==> src/design/prio_pkg.sv <==
// priority encoder shared definitions
package prio_pkg;

  // request vector geometry
  localparam int vec_width = 64;

  // the vector is cut into equal segments, the last one padded
  localparam int seg_width = 12;
  localparam int num_segs  = 6;

  // global index must reach 64 for the empty case
  localparam int idx_width = 7;

  // index inside one segment, 0 to 11
  localparam int lidx_width = 4;

  // opaque request tag, carried through unchanged
  localparam int tag_width = 8;

  // reported when no bit is set
  localparam logic [idx_width-1:0] none_index = 7'd64;

  // incoming request
  typedef struct packed {
    logic [tag_width-1:0] tag;
    logic [vec_width-1:0] bits;
  } req_t;

  // per segment result from one encoder
  typedef struct packed {
    logic                  found;
    logic [lidx_width-1:0] lidx;
  } seg_res_t;

  // final result returned to the requester
  typedef struct packed {
    logic [tag_width-1:0] tag;
    logic                 found;
    logic [idx_width-1:0] index;
  } res_t;

endpackage

==> src/design/prio_capture.sv <==
// request capture and segment split
module prio_capture (
  input  logic                                                clk,
  input  logic                                                reset,
  input  logic                                                req_valid,
  input  prio_pkg::req_t                                      req,
  output logic                                                seg_valid,
  output logic [prio_pkg::tag_width-1:0]                      seg_tag,
  output logic [prio_pkg::num_segs-1:0][prio_pkg::seg_width-1:0] segs
);

  // captured request payload
  prio_pkg::req_t req_q;

  // vector widened to a whole number of segments
  logic [prio_pkg::num_segs*prio_pkg::seg_width-1:0] padded;

  // valid strobe, the only control state here
  always_ff @(posedge clk)
  begin
    if (reset)
    begin
      seg_valid <= 1'b0;
    end
    else
    begin
      seg_valid <= req_valid;
    end
  end

  // payload only loads on an accepted request
  always_ff @(posedge clk)
  begin
    if (req_valid)
    begin
      req_q <= req;
    end
  end

  assign seg_tag = req_q.tag;

  // zeros above bit 63 fill the top segment
  assign padded = {
    {(prio_pkg::num_segs*prio_pkg::seg_width-prio_pkg::vec_width){1'b0}},
    req_q.bits
  };

  // segment k covers bits k*12 up to k*12+11
  always_comb
  begin
    for (int k = 0; k < prio_pkg::num_segs; k++)
    begin
      segs[k] = padded[k*prio_pkg::seg_width +: prio_pkg::seg_width];
    end
  end

  // a strobed request must be fully defined
  a_req_known: assert property (
    @(posedge clk) disable iff (reset)
    req_valid |-> !$isunknown(req)
  );

endmodule

==> src/design/prio_enc_64.sv <==
// pipelined 64-bit first-set-bit finder
module prio_enc_64 (
  input  logic           clk,
  input  logic           reset,
  input  logic           req_valid,
  input  prio_pkg::req_t req,
  output logic           res_valid,
  output prio_pkg::res_t res
);

  // capture to encoders
  logic                                                  seg_valid;
  logic [prio_pkg::tag_width-1:0]                        seg_tag;
  logic [prio_pkg::num_segs-1:0][prio_pkg::seg_width-1:0] segs;

  // encoders to merge
  prio_pkg::seg_res_t [prio_pkg::num_segs-1:0] seg_res;

  // stage 1, request register and split
  prio_capture i_capture (
    .clk       (clk),
    .reset     (reset),
    .req_valid (req_valid),
    .req       (req),
    .seg_valid (seg_valid),
    .seg_tag   (seg_tag),
    .segs      (segs)
  );

  // stage 2, one identical encoder per segment
  generate
    for (genvar k = 0; k < prio_pkg::num_segs; k++)
    begin : g_seg
      seg_prio_enc i_enc (
        .clk (clk),
        .seg (segs[k]),
        .res (seg_res[k])
      );
    end
  endgenerate

  // stage 3, pick the lowest segment and add its offset
  prio_merge i_merge (
    .clk       (clk),
    .reset     (reset),
    .seg_valid (seg_valid),
    .seg_tag   (seg_tag),
    .seg_res   (seg_res),
    .res_valid (res_valid),
    .res       (res)
  );

endmodule

==> src/design/prio_merge.sv <==
// segment merge and result register
module prio_merge (
  input  logic                                      clk,
  input  logic                                      reset,
  input  logic                                      seg_valid,
  input  logic [prio_pkg::tag_width-1:0]            seg_tag,
  input  prio_pkg::seg_res_t [prio_pkg::num_segs-1:0] seg_res,
  output logic                                      res_valid,
  output prio_pkg::res_t                            res
);

  // valid and tag delayed to line up with the encoder registers
  logic                           valid_q;
  logic [prio_pkg::tag_width-1:0] tag_q;

  // merged result before the output register
  logic                           found_c;
  logic [prio_pkg::idx_width-1:0] index_c;
  int                             gidx;

  always_ff @(posedge clk)
  begin
    if (reset)
    begin
      valid_q   <= 1'b0;
      res_valid <= 1'b0;
    end
    else
    begin
      valid_q   <= seg_valid;
      res_valid <= valid_q;
    end
  end

  always_ff @(posedge clk)
  begin
    tag_q <= seg_tag;
  end

  // lowest non-empty segment wins, walking down so it is assigned last
  always_comb
  begin
    found_c = 1'b0;
    index_c = prio_pkg::none_index;
    gidx    = 0;
    for (int k = prio_pkg::num_segs - 1; k >= 0; k--)
    begin
      if (seg_res[k].found)
      begin
        // segment base offset plus local index
        gidx    = k * prio_pkg::seg_width + int'(seg_res[k].lidx);
        found_c = 1'b1;
        index_c = gidx[prio_pkg::idx_width-1:0];
      end
    end
  end

  // result payload
  always_ff @(posedge clk)
  begin
    res.tag   <= tag_q;
    res.found <= found_c;
    res.index <= index_c;
  end

  // index is never past the empty marker
  a_index_range: assert property (
    @(posedge clk) disable iff (reset)
    res_valid |-> (res.index <= prio_pkg::none_index)
  );

  // found and a real index go together
  a_found_index: assert property (
    @(posedge clk) disable iff (reset)
    res_valid |-> (res.found == (res.index < prio_pkg::none_index))
  );

endmodule

==> src/design/seg_prio_enc.sv <==
// single segment lowest-bit encoder
module seg_prio_enc (
  input  logic                          clk,
  input  logic [prio_pkg::seg_width-1:0] seg,
  output prio_pkg::seg_res_t            res
);

  // combinational result before the register
  logic                            found_c;
  logic [prio_pkg::lidx_width-1:0] lidx_c;

  // any bit set in this segment
  assign found_c = |seg;

  // scan from the top down so the lowest set bit is the last to win
  always_comb
  begin
    lidx_c = '0;
    for (int i = prio_pkg::seg_width - 1; i >= 0; i--)
    begin
      if (seg[i])
      begin
        lidx_c = i[prio_pkg::lidx_width-1:0];
      end
    end
  end

  // registered every cycle; merge qualifies it with its own valid
  always_ff @(posedge clk)
  begin
    res.found <= found_c;
    res.lidx  <= lidx_c;
  end

  // local index stays inside the segment
  a_lidx_range: assert property (
    @(posedge clk)
    res.found |-> (res.lidx < prio_pkg::seg_width)
  );

endmodule

==> config.mk <==
export PLATFORM = sky130hd
export DESIGN_NAME = prio_enc_64
export DESIGN_NICKNAME = d
export VERILOG_FILES = /design/src/design/prio_pkg.sv /design/src/design/prio_capture.sv /design/src/design/prio_enc_64.sv /design/src/design/prio_merge.sv /design/src/design/seg_prio_enc.sv
export SDC_FILE = /design/constraint.sdc
export NUM_CORES = 1
export LEC_CHECK = 0
export BUFFER_PORTS_ARGS = -buffer_cell sky130_fd_sc_hd__buf_2
export CORE_MARGIN = 4
export CORE_UTILIZATION = 35
export CTS_CLUSTER_SIZE = 14
export DETAILED_ROUTE_END_ITERATION = 6
export GPL_ROUTABILITY_DRIVEN = 0
export SETUP_SLACK_MARGIN = 0.4
export SLEW_MARGIN = 0
export SYNTH_ARGS = -nofsm -noshare
export SYNTH_HDL_FRONTEND = slang
export SYNTH_SLANG_ARGS = --single-unit
==> constraint.sdc <==
create_clock -name clk -period 1.24 [get_ports clk]
set_input_delay 0.124 -clock clk [delete_from_list [all_inputs] [get_ports clk]]
set_output_delay 0.124 -clock clk [all_outputs]
set_load 0.03 [all_outputs]
---- Yosys cells after proc, flatten, opt, wreduce, memory -nomap -nowiden ----
Cells that the tools add are included.
operators by class
  add/subtract/negate cells ............... 5
  multiplexer cells ....................... 65
  reduce and logical (&&, ||, !) cells .... 24
operators with widths
  operator             count
  $mux 4               21
  $mux 3               20
  $reduce_or 12->1     5
  $reduce_or 8->1      5
  $mux 7               5
  $mux 2               12
  $reduce_or 4->1      6
  $add 6x4->7 const A  3
  $reduce_or 2->1      6
  $mux 1               7
  $add 5x4->6 const A  1
  $add 4x4->5 const A  1
  $reduce_or 5->1      1
  $reduce_or 3->1      1
storage, ports and cells
  register bits ........................... 129
  input port bits ......................... 75
  output and inout bits ................... 17
  logic and storage cells ................. 133

---- Logic depth before layout (Yosys ltp) ----
  depth in word-level cells ............... 11
  gate-level depth with buffers ........... 5
  depth with buffers taken out ............ 4

---- By module ----
Synthesis repeated with hierarchy kept, for this count alone.
second synthesis, totals
  cell total of the unflattened synthesis .. 331
  area total of the unflattened synthesis .. 4601.9 µm²
modules (own cells, without submodules)
  module        times used  cells an instance  area each (µm²)  sequential area each (µm²)
  prio_capture  1           83                 2259.7           2182.1
  seg_prio_enc  6           27                 241.5            100.1
  prio_merge    1           86                 893.4            520.5

---- Worst setup path before layout ----
OpenSTA, ideal clock, no wires.
  kind .................................... reg-to-reg
  from .................................... register g_seg[4].i_enc.res[4] in the netlist's numbering
  to ...................................... register i_merge.res[2] (netlist name)
  setup time .............................. 0.121 ns
  arrival ................................. 1.141 ns
  data required time ...................... 1.119 ns
  path slack .............................. -0.022 ns
  stages on the path, launching flop included .. 5
  path buffers ............................ 0
  clock period less this slack ............ 1.262 ns
  cells stage by stage .................... dfxtp_1 > nor2b_2 > a2111oi_2 > o31ai_1 > mux2_2
on the way
  word-level cells in the longest chain between the ends .. 5
RTL lines
  item                           line               text
  start, declared                seg_prio_enc.sv:5  output prio_pkg::seg_res_t res
  $mux 7 (4 in a row)            prio_merge.sv:48   if (seg_res[k].found)
  $mux 4                         prio_merge.sv:48
  net i_merge.index_c (one bit)  prio_merge.sv:18   logic [prio_pkg::idx_width-1:0] index_c;
The timed path passes the listed nets, and every way through them passes these cells.
A chain may end at the register's enable or synchronous reset.

---- Final worst setup path ----
  from .................................... register g_seg[2].i_enc.res[4] in the netlist's numbering
  to ...................................... register i_merge.res[2] (netlist name)
on the way
  word-level cells in the longest chain between the ends .. 3
RTL lines
  item                           line
  start, declared                seg_prio_enc.sv:5
  $mux 7 (2 in a row)            prio_merge.sv:48
  $mux 4                         prio_merge.sv:48
  net i_merge.index_c (one bit)  prio_merge.sv:18
The timed path passes the listed nets, and every way through them passes these cells.

==> impl_table.tex <==
\begin{tabular}{lr}
\hline
Metric & Value \\
\hline
\multicolumn{2}{l}{\textbf{GRT}} \\
\quad First-pass GRT wire length & 14700 um \\
\quad Initial antenna violation count & 0 \\
\quad Remaining global-route overflow & 0 \\
\quad GRT Overall Usage & 13.5\% \\
\quad Largest net degree at the start of global routing & 44 \\
\quad Number of global-route vias before repair & 3230 \\
\multicolumn{2}{l}{\textbf{Power}} \\
\quad Leakage power & 2.67 nW \\
\quad Power, Total & 0.0103 W \\
\quad Maximum ir drop on the vdd rail & 1490 uV \\
\quad Pwr Density & 1500 nW/um\^{}2 \\
\multicolumn{2}{l}{\textbf{Layout}} \\
\quad Area occupied by multi-input gates & 1210 um\^{}2 \\
\quad Antenna cells & 0 \\
\quad Share of final-layout standard cells stronger than drive strength 1 & 42.1\% \\
\quad Post-route insts no fill & 658 \\
\quad Count of fill cells added during filler insertion & 914 \\
\quad Most frequent cells in the layout & sky130\_fd\_sc\_hd\_\_buf\_2 (74), sky130\_fd\_sc\_hd\_\_dlygate4sd3\_1 (73), sky130\_fd\_sc\_hd\_\_edfxtp\_1 (72) \\
\quad Final standard cell utilization of the core & 58.9\% \\
\quad Post-synthesis to final-layout area growth & 62.7\% \\
\quad Sequential cell area in the final layout & 3300 um\^{}2 \\
\quad Most common library cell in the layout ignoring fill and taps & sky130\_fd\_sc\_hd\_\_buf\_2 \\
\quad Layout Nets & just under 600 \\
\multicolumn{2}{l}{\textbf{Timing}} \\
\quad Pins Over Slew Limit & 0 \\
\quad Actual slew at the worst max-slew pin & 0.400 ns \\
\quad Min Clock Period, post-route & approximately 1.2 ns \\
\quad Top achievable clock speed & 859 MHz \\
\quad Unrepaired setup endpoints after global routing & yes \\
\quad Fin Clk Skew & $\sim$0.0054 ns \\
\quad Number of hold violations in the final report & 0 \\
\quad Tightest hold margin & between 0.2 and 0.25 ns \\
\quad Setup Viol. Count Final & 0 \\
\quad Final period util & 93.8\% \\
\quad Accumulated negative setup slack & 0 ns \\
\quad Headroom to the max-slew limit & 72.6\% \\
\multicolumn{2}{l}{\textbf{Placement}} \\
\quad Inst Count DP & 530 \\
\quad Port buffer count & a little over 90 \\
\quad Placed wire-length estimate & 5410 um \\
\multicolumn{2}{l}{\textbf{Routing}} \\
\quad Antenna-violating nets left & 0 \\
\quad Routed WL & 8840 um \\
\quad Detailed Routing Iterations Pass 1 & 4 \\
\quad DRC violation count after routing & 0 \\
\quad Average vias per placed instance & roughly 4.5 \\
\quad Initial detailed-routing violation count & 128 \\
\quad Total via count in the routed design & 2957 \\
\quad Wire length per cell after detailed routing & 13.4 um \\
\multicolumn{2}{l}{\textbf{Die}} \\
\quad Number of placement rows & 39 \\
\quad Die area & 13800 um\^{}2 \\
\quad Starting Density & between 30 and 40\% \\
\quad Die outline height & 117 um \\
\quad Total core area & 11600 um\^{}2 \\
\quad DIE WIDTH & 117 um \\
\quad I/O pins & 92 \\
\multicolumn{2}{l}{\textbf{CTS}} \\
\quad \# clock sinks & 127 \\
\quad CTS Buffer Depth & 2 \\
\quad Register clock-pin slew on the reported worst setup and hold paths & 0.05 ns \\
\quad Clk\_lat worst skew & 0.41 ns \\
\quad Root Buffer & sky130\_fd\_sc\_hd\_\_clkbuf\_16 \\
\quad H-tree depth & 4 \\
\quad Number of buffers inserted during clock tree synthesis & 17 \\
\quad CTS tree & done \\
\multicolumn{2}{l}{\textbf{Critical path}} \\
\quad Critical path class & register to register \\
\quad Crit path to & i\_merge.res[2] \\
\quad CP Launch Type & register \\
\quad Worst stage delay on the critical path & 0.36 ns \\
\quad Critical path buffer and inverter count & 0 \\
\quad Stages on the worst setup path & 3 \\
\quad Type of element capturing the critical path & register \\
\quad Number of cells on the worst reg-to-reg path & 3 \\
\quad Worst setup path startpoint & g\_seg[2].i\_enc.res[4] \\
\quad Worst Path Max Fanout & 6 \\
\quad Launch instance of the worst register-to-register path & g\_seg[2].i\_enc.res[4] \\
\quad Crit-path slowest cell & sky130\_fd\_sc\_hd\_\_dfxtp\_4 \\
\quad Worst EP required & 1.53 ns \\
\quad Family with the most delay on the worst path & compound AO/OA/AOI/OAI gates \\
\quad Cell-by-cell listing of the critical path & a2111oi\_4 -> o31ai\_1 -> mux2\_2 \\
\quad Worst-case register-to-register setup slack & 0.08 ns \\
\quad Worst flop-to-flop path endpoint & i\_merge.res[2] \\
\quad Data arrival, critical path & 1.45 ns \\
\multicolumn{2}{l}{\textbf{Synthesis}} \\
\quad FF+latch count, synth & 127 \\
\quad Distinct cells, synth & 30 \\
\quad Cell type contributing the most total cell area after synthesis & sky130\_fd\_sc\_hd\_\_edfxtp\_1 \\
\quad Sequential area share after synthesis & 77.9\% \\
\quad Count of mapped cells out of synthesis & 295 \\
\quad Top area cells in the synthesized netlist & sky130\_fd\_sc\_hd\_\_edfxtp\_1 (52\%), sky130\_fd\_sc\_hd\_\_dfxtp\_1 (26\%), sky130\_fd\_sc\_hd\_\_nor2\_1 (2.7\%) \\
\quad Share of the synthesized area in the top cell type & 51.6\% \\
\quad Post-synthesis area per instance & 14.2 um\^{}2 \\
\quad Synthesis Warnings & 0 \\
\quad Net count after synthesis & 372 \\
\quad Main synth FF type & sky130\_fd\_sc\_hd\_\_edfxtp\_1 \\
\quad Cell Area, Synth & approximately 4200 um\^{}2 \\
\quad Number of synthesized flops with an enable pin & 72 \\
\quad Fraction of synthesis flops using an asynchronous set or reset pin & 0\% \\
\multicolumn{2}{l}{\textbf{Status}} \\
\quad Status & finished clean \\
\multicolumn{2}{l}{\textbf{Min path}} \\
\quad Path type of the worst min-delay path & input pin to register \\
\multicolumn{2}{l}{\textbf{Job}} \\
\quad Max-Cap Viols & 0 \\
\hline
\end{tabular}
-- flip-flops by register name (all words and copies together) (netlist names) --
register	flops
i_capture.seg_tag	8
i_merge.res_valid	1
i_merge.valid_q	1
g_seg.i_enc.res	28
i_capture.segs	64
i_merge.tag_q	8
i_capture.seg_valid	1
i_merge.res	16
-- worst min-delay path by stage --
| stage | start | end | cells after the start | slack, ns |
|---|---|---|---|---|
| floorplan | reset | i_capture.seg_valid | 1 | 0.20 |
| global placement | req[28] | i_capture.segs[28] | 1 | 0.30 |
| detailed placement | req[66] | i_capture.seg_tag[2] | 1 | 0.30 |
| CTS | req_valid | i_capture.segs[49] | 2 | 0.20 |
| global route | req_valid | i_capture.segs[49] | 2 | 0.20 |
| finish | req_valid | i_capture.segs[49] | 2 | 0.21 |
-- per-stage QoR --
stage	cell area [um^2]	setup WS (ns)
after floorplan	4300	0.0491
after global placement	4960	0.0868
after detailed placement	4960	0.0302
after CTS	6620	0.0651
after global routing	6820	0.0146
final	6820	0.0763
-- timing repair --
item                                    in CTS  in global routing
endpoints found under the setup margin      50                 50
pin swaps                                   11                 17
hold buffers                                73                  0
hold endpoints to repair                    75                  0
gates resized for setup                     80                 26
setup buffers                               12                 11
gates cloned                                 0                  0
-- power by group --
| part | internal (W) | total, W | switching, W |
|---|---|---|---|
| registers | 0.00478 | 0.00502 | 0.000238 |
| clock network | 0.00272 | 0.00440 | 0.00168 |
| logic | 0.000505 | 0.000836 | 0.000331 |
-- metal layers --
metal  share of wire [%]  global-route usage [%]  up-vias  wire, um
li1                    -                       -     1506         -
met5                   0                       0        -         0
met2                  53                    23.2       62      4710
met4                 1.3                    5.72        0       114
met3                 4.6                    5.34        8       406
met1                  41                    14.9     1381      3610
-- cell type report --
cell class,instances,area share (%)
clock inverters,12,1.41
inverters,16,0.881
multi-input cells,148,17.7
flip-flops and latches,127,48.4
clock buffers,20,6.41
repair buffers,192,22.5
well taps,143,2.62
-- synth_stat cells (2+ instances only) --
master and number:
sky130_fd_sc_hd__dfxtp_1 55, sky130_fd_sc_hd__o21ai_0 2, sky130_fd_sc_hd__buf_2 2, sky130_fd_sc_hd__nor4_1 15
sky130_fd_sc_hd__o21bai_1 5, sky130_fd_sc_hd__nand2_1 12, sky130_fd_sc_hd__ha_1 2, sky130_fd_sc_hd__nor3_1 13
sky130_fd_sc_hd__nand3_1 6, sky130_fd_sc_hd__inv_1 16, sky130_fd_sc_hd__o31ai_1 7, sky130_fd_sc_hd__edfxtp_1 72
sky130_fd_sc_hd__nor2b_1 10, sky130_fd_sc_hd__a211oi_1 11, sky130_fd_sc_hd__clkbuf_1 2, sky130_fd_sc_hd__nor2_1 30
sky130_fd_sc_hd__a21oi_1 17, sky130_fd_sc_hd__nand2b_1 6
-- logic make-up after synthesis --
| logic type | after synthesis | share of synthesized area [%] |
|---|---|---|
| AOI/OAI and AO/OA | 50 | 8.18 |
| adders and majority gates | 2 | 0.597 |
| buffers and inverters | 20 | 1.85 |
| DFF | 127 | 77.9 |
| muxes | 1 | 0.269 |
| and+or+nand+nor | 95 | 11.2 |
Note: power is estimated with default switching activity, not from simulation.
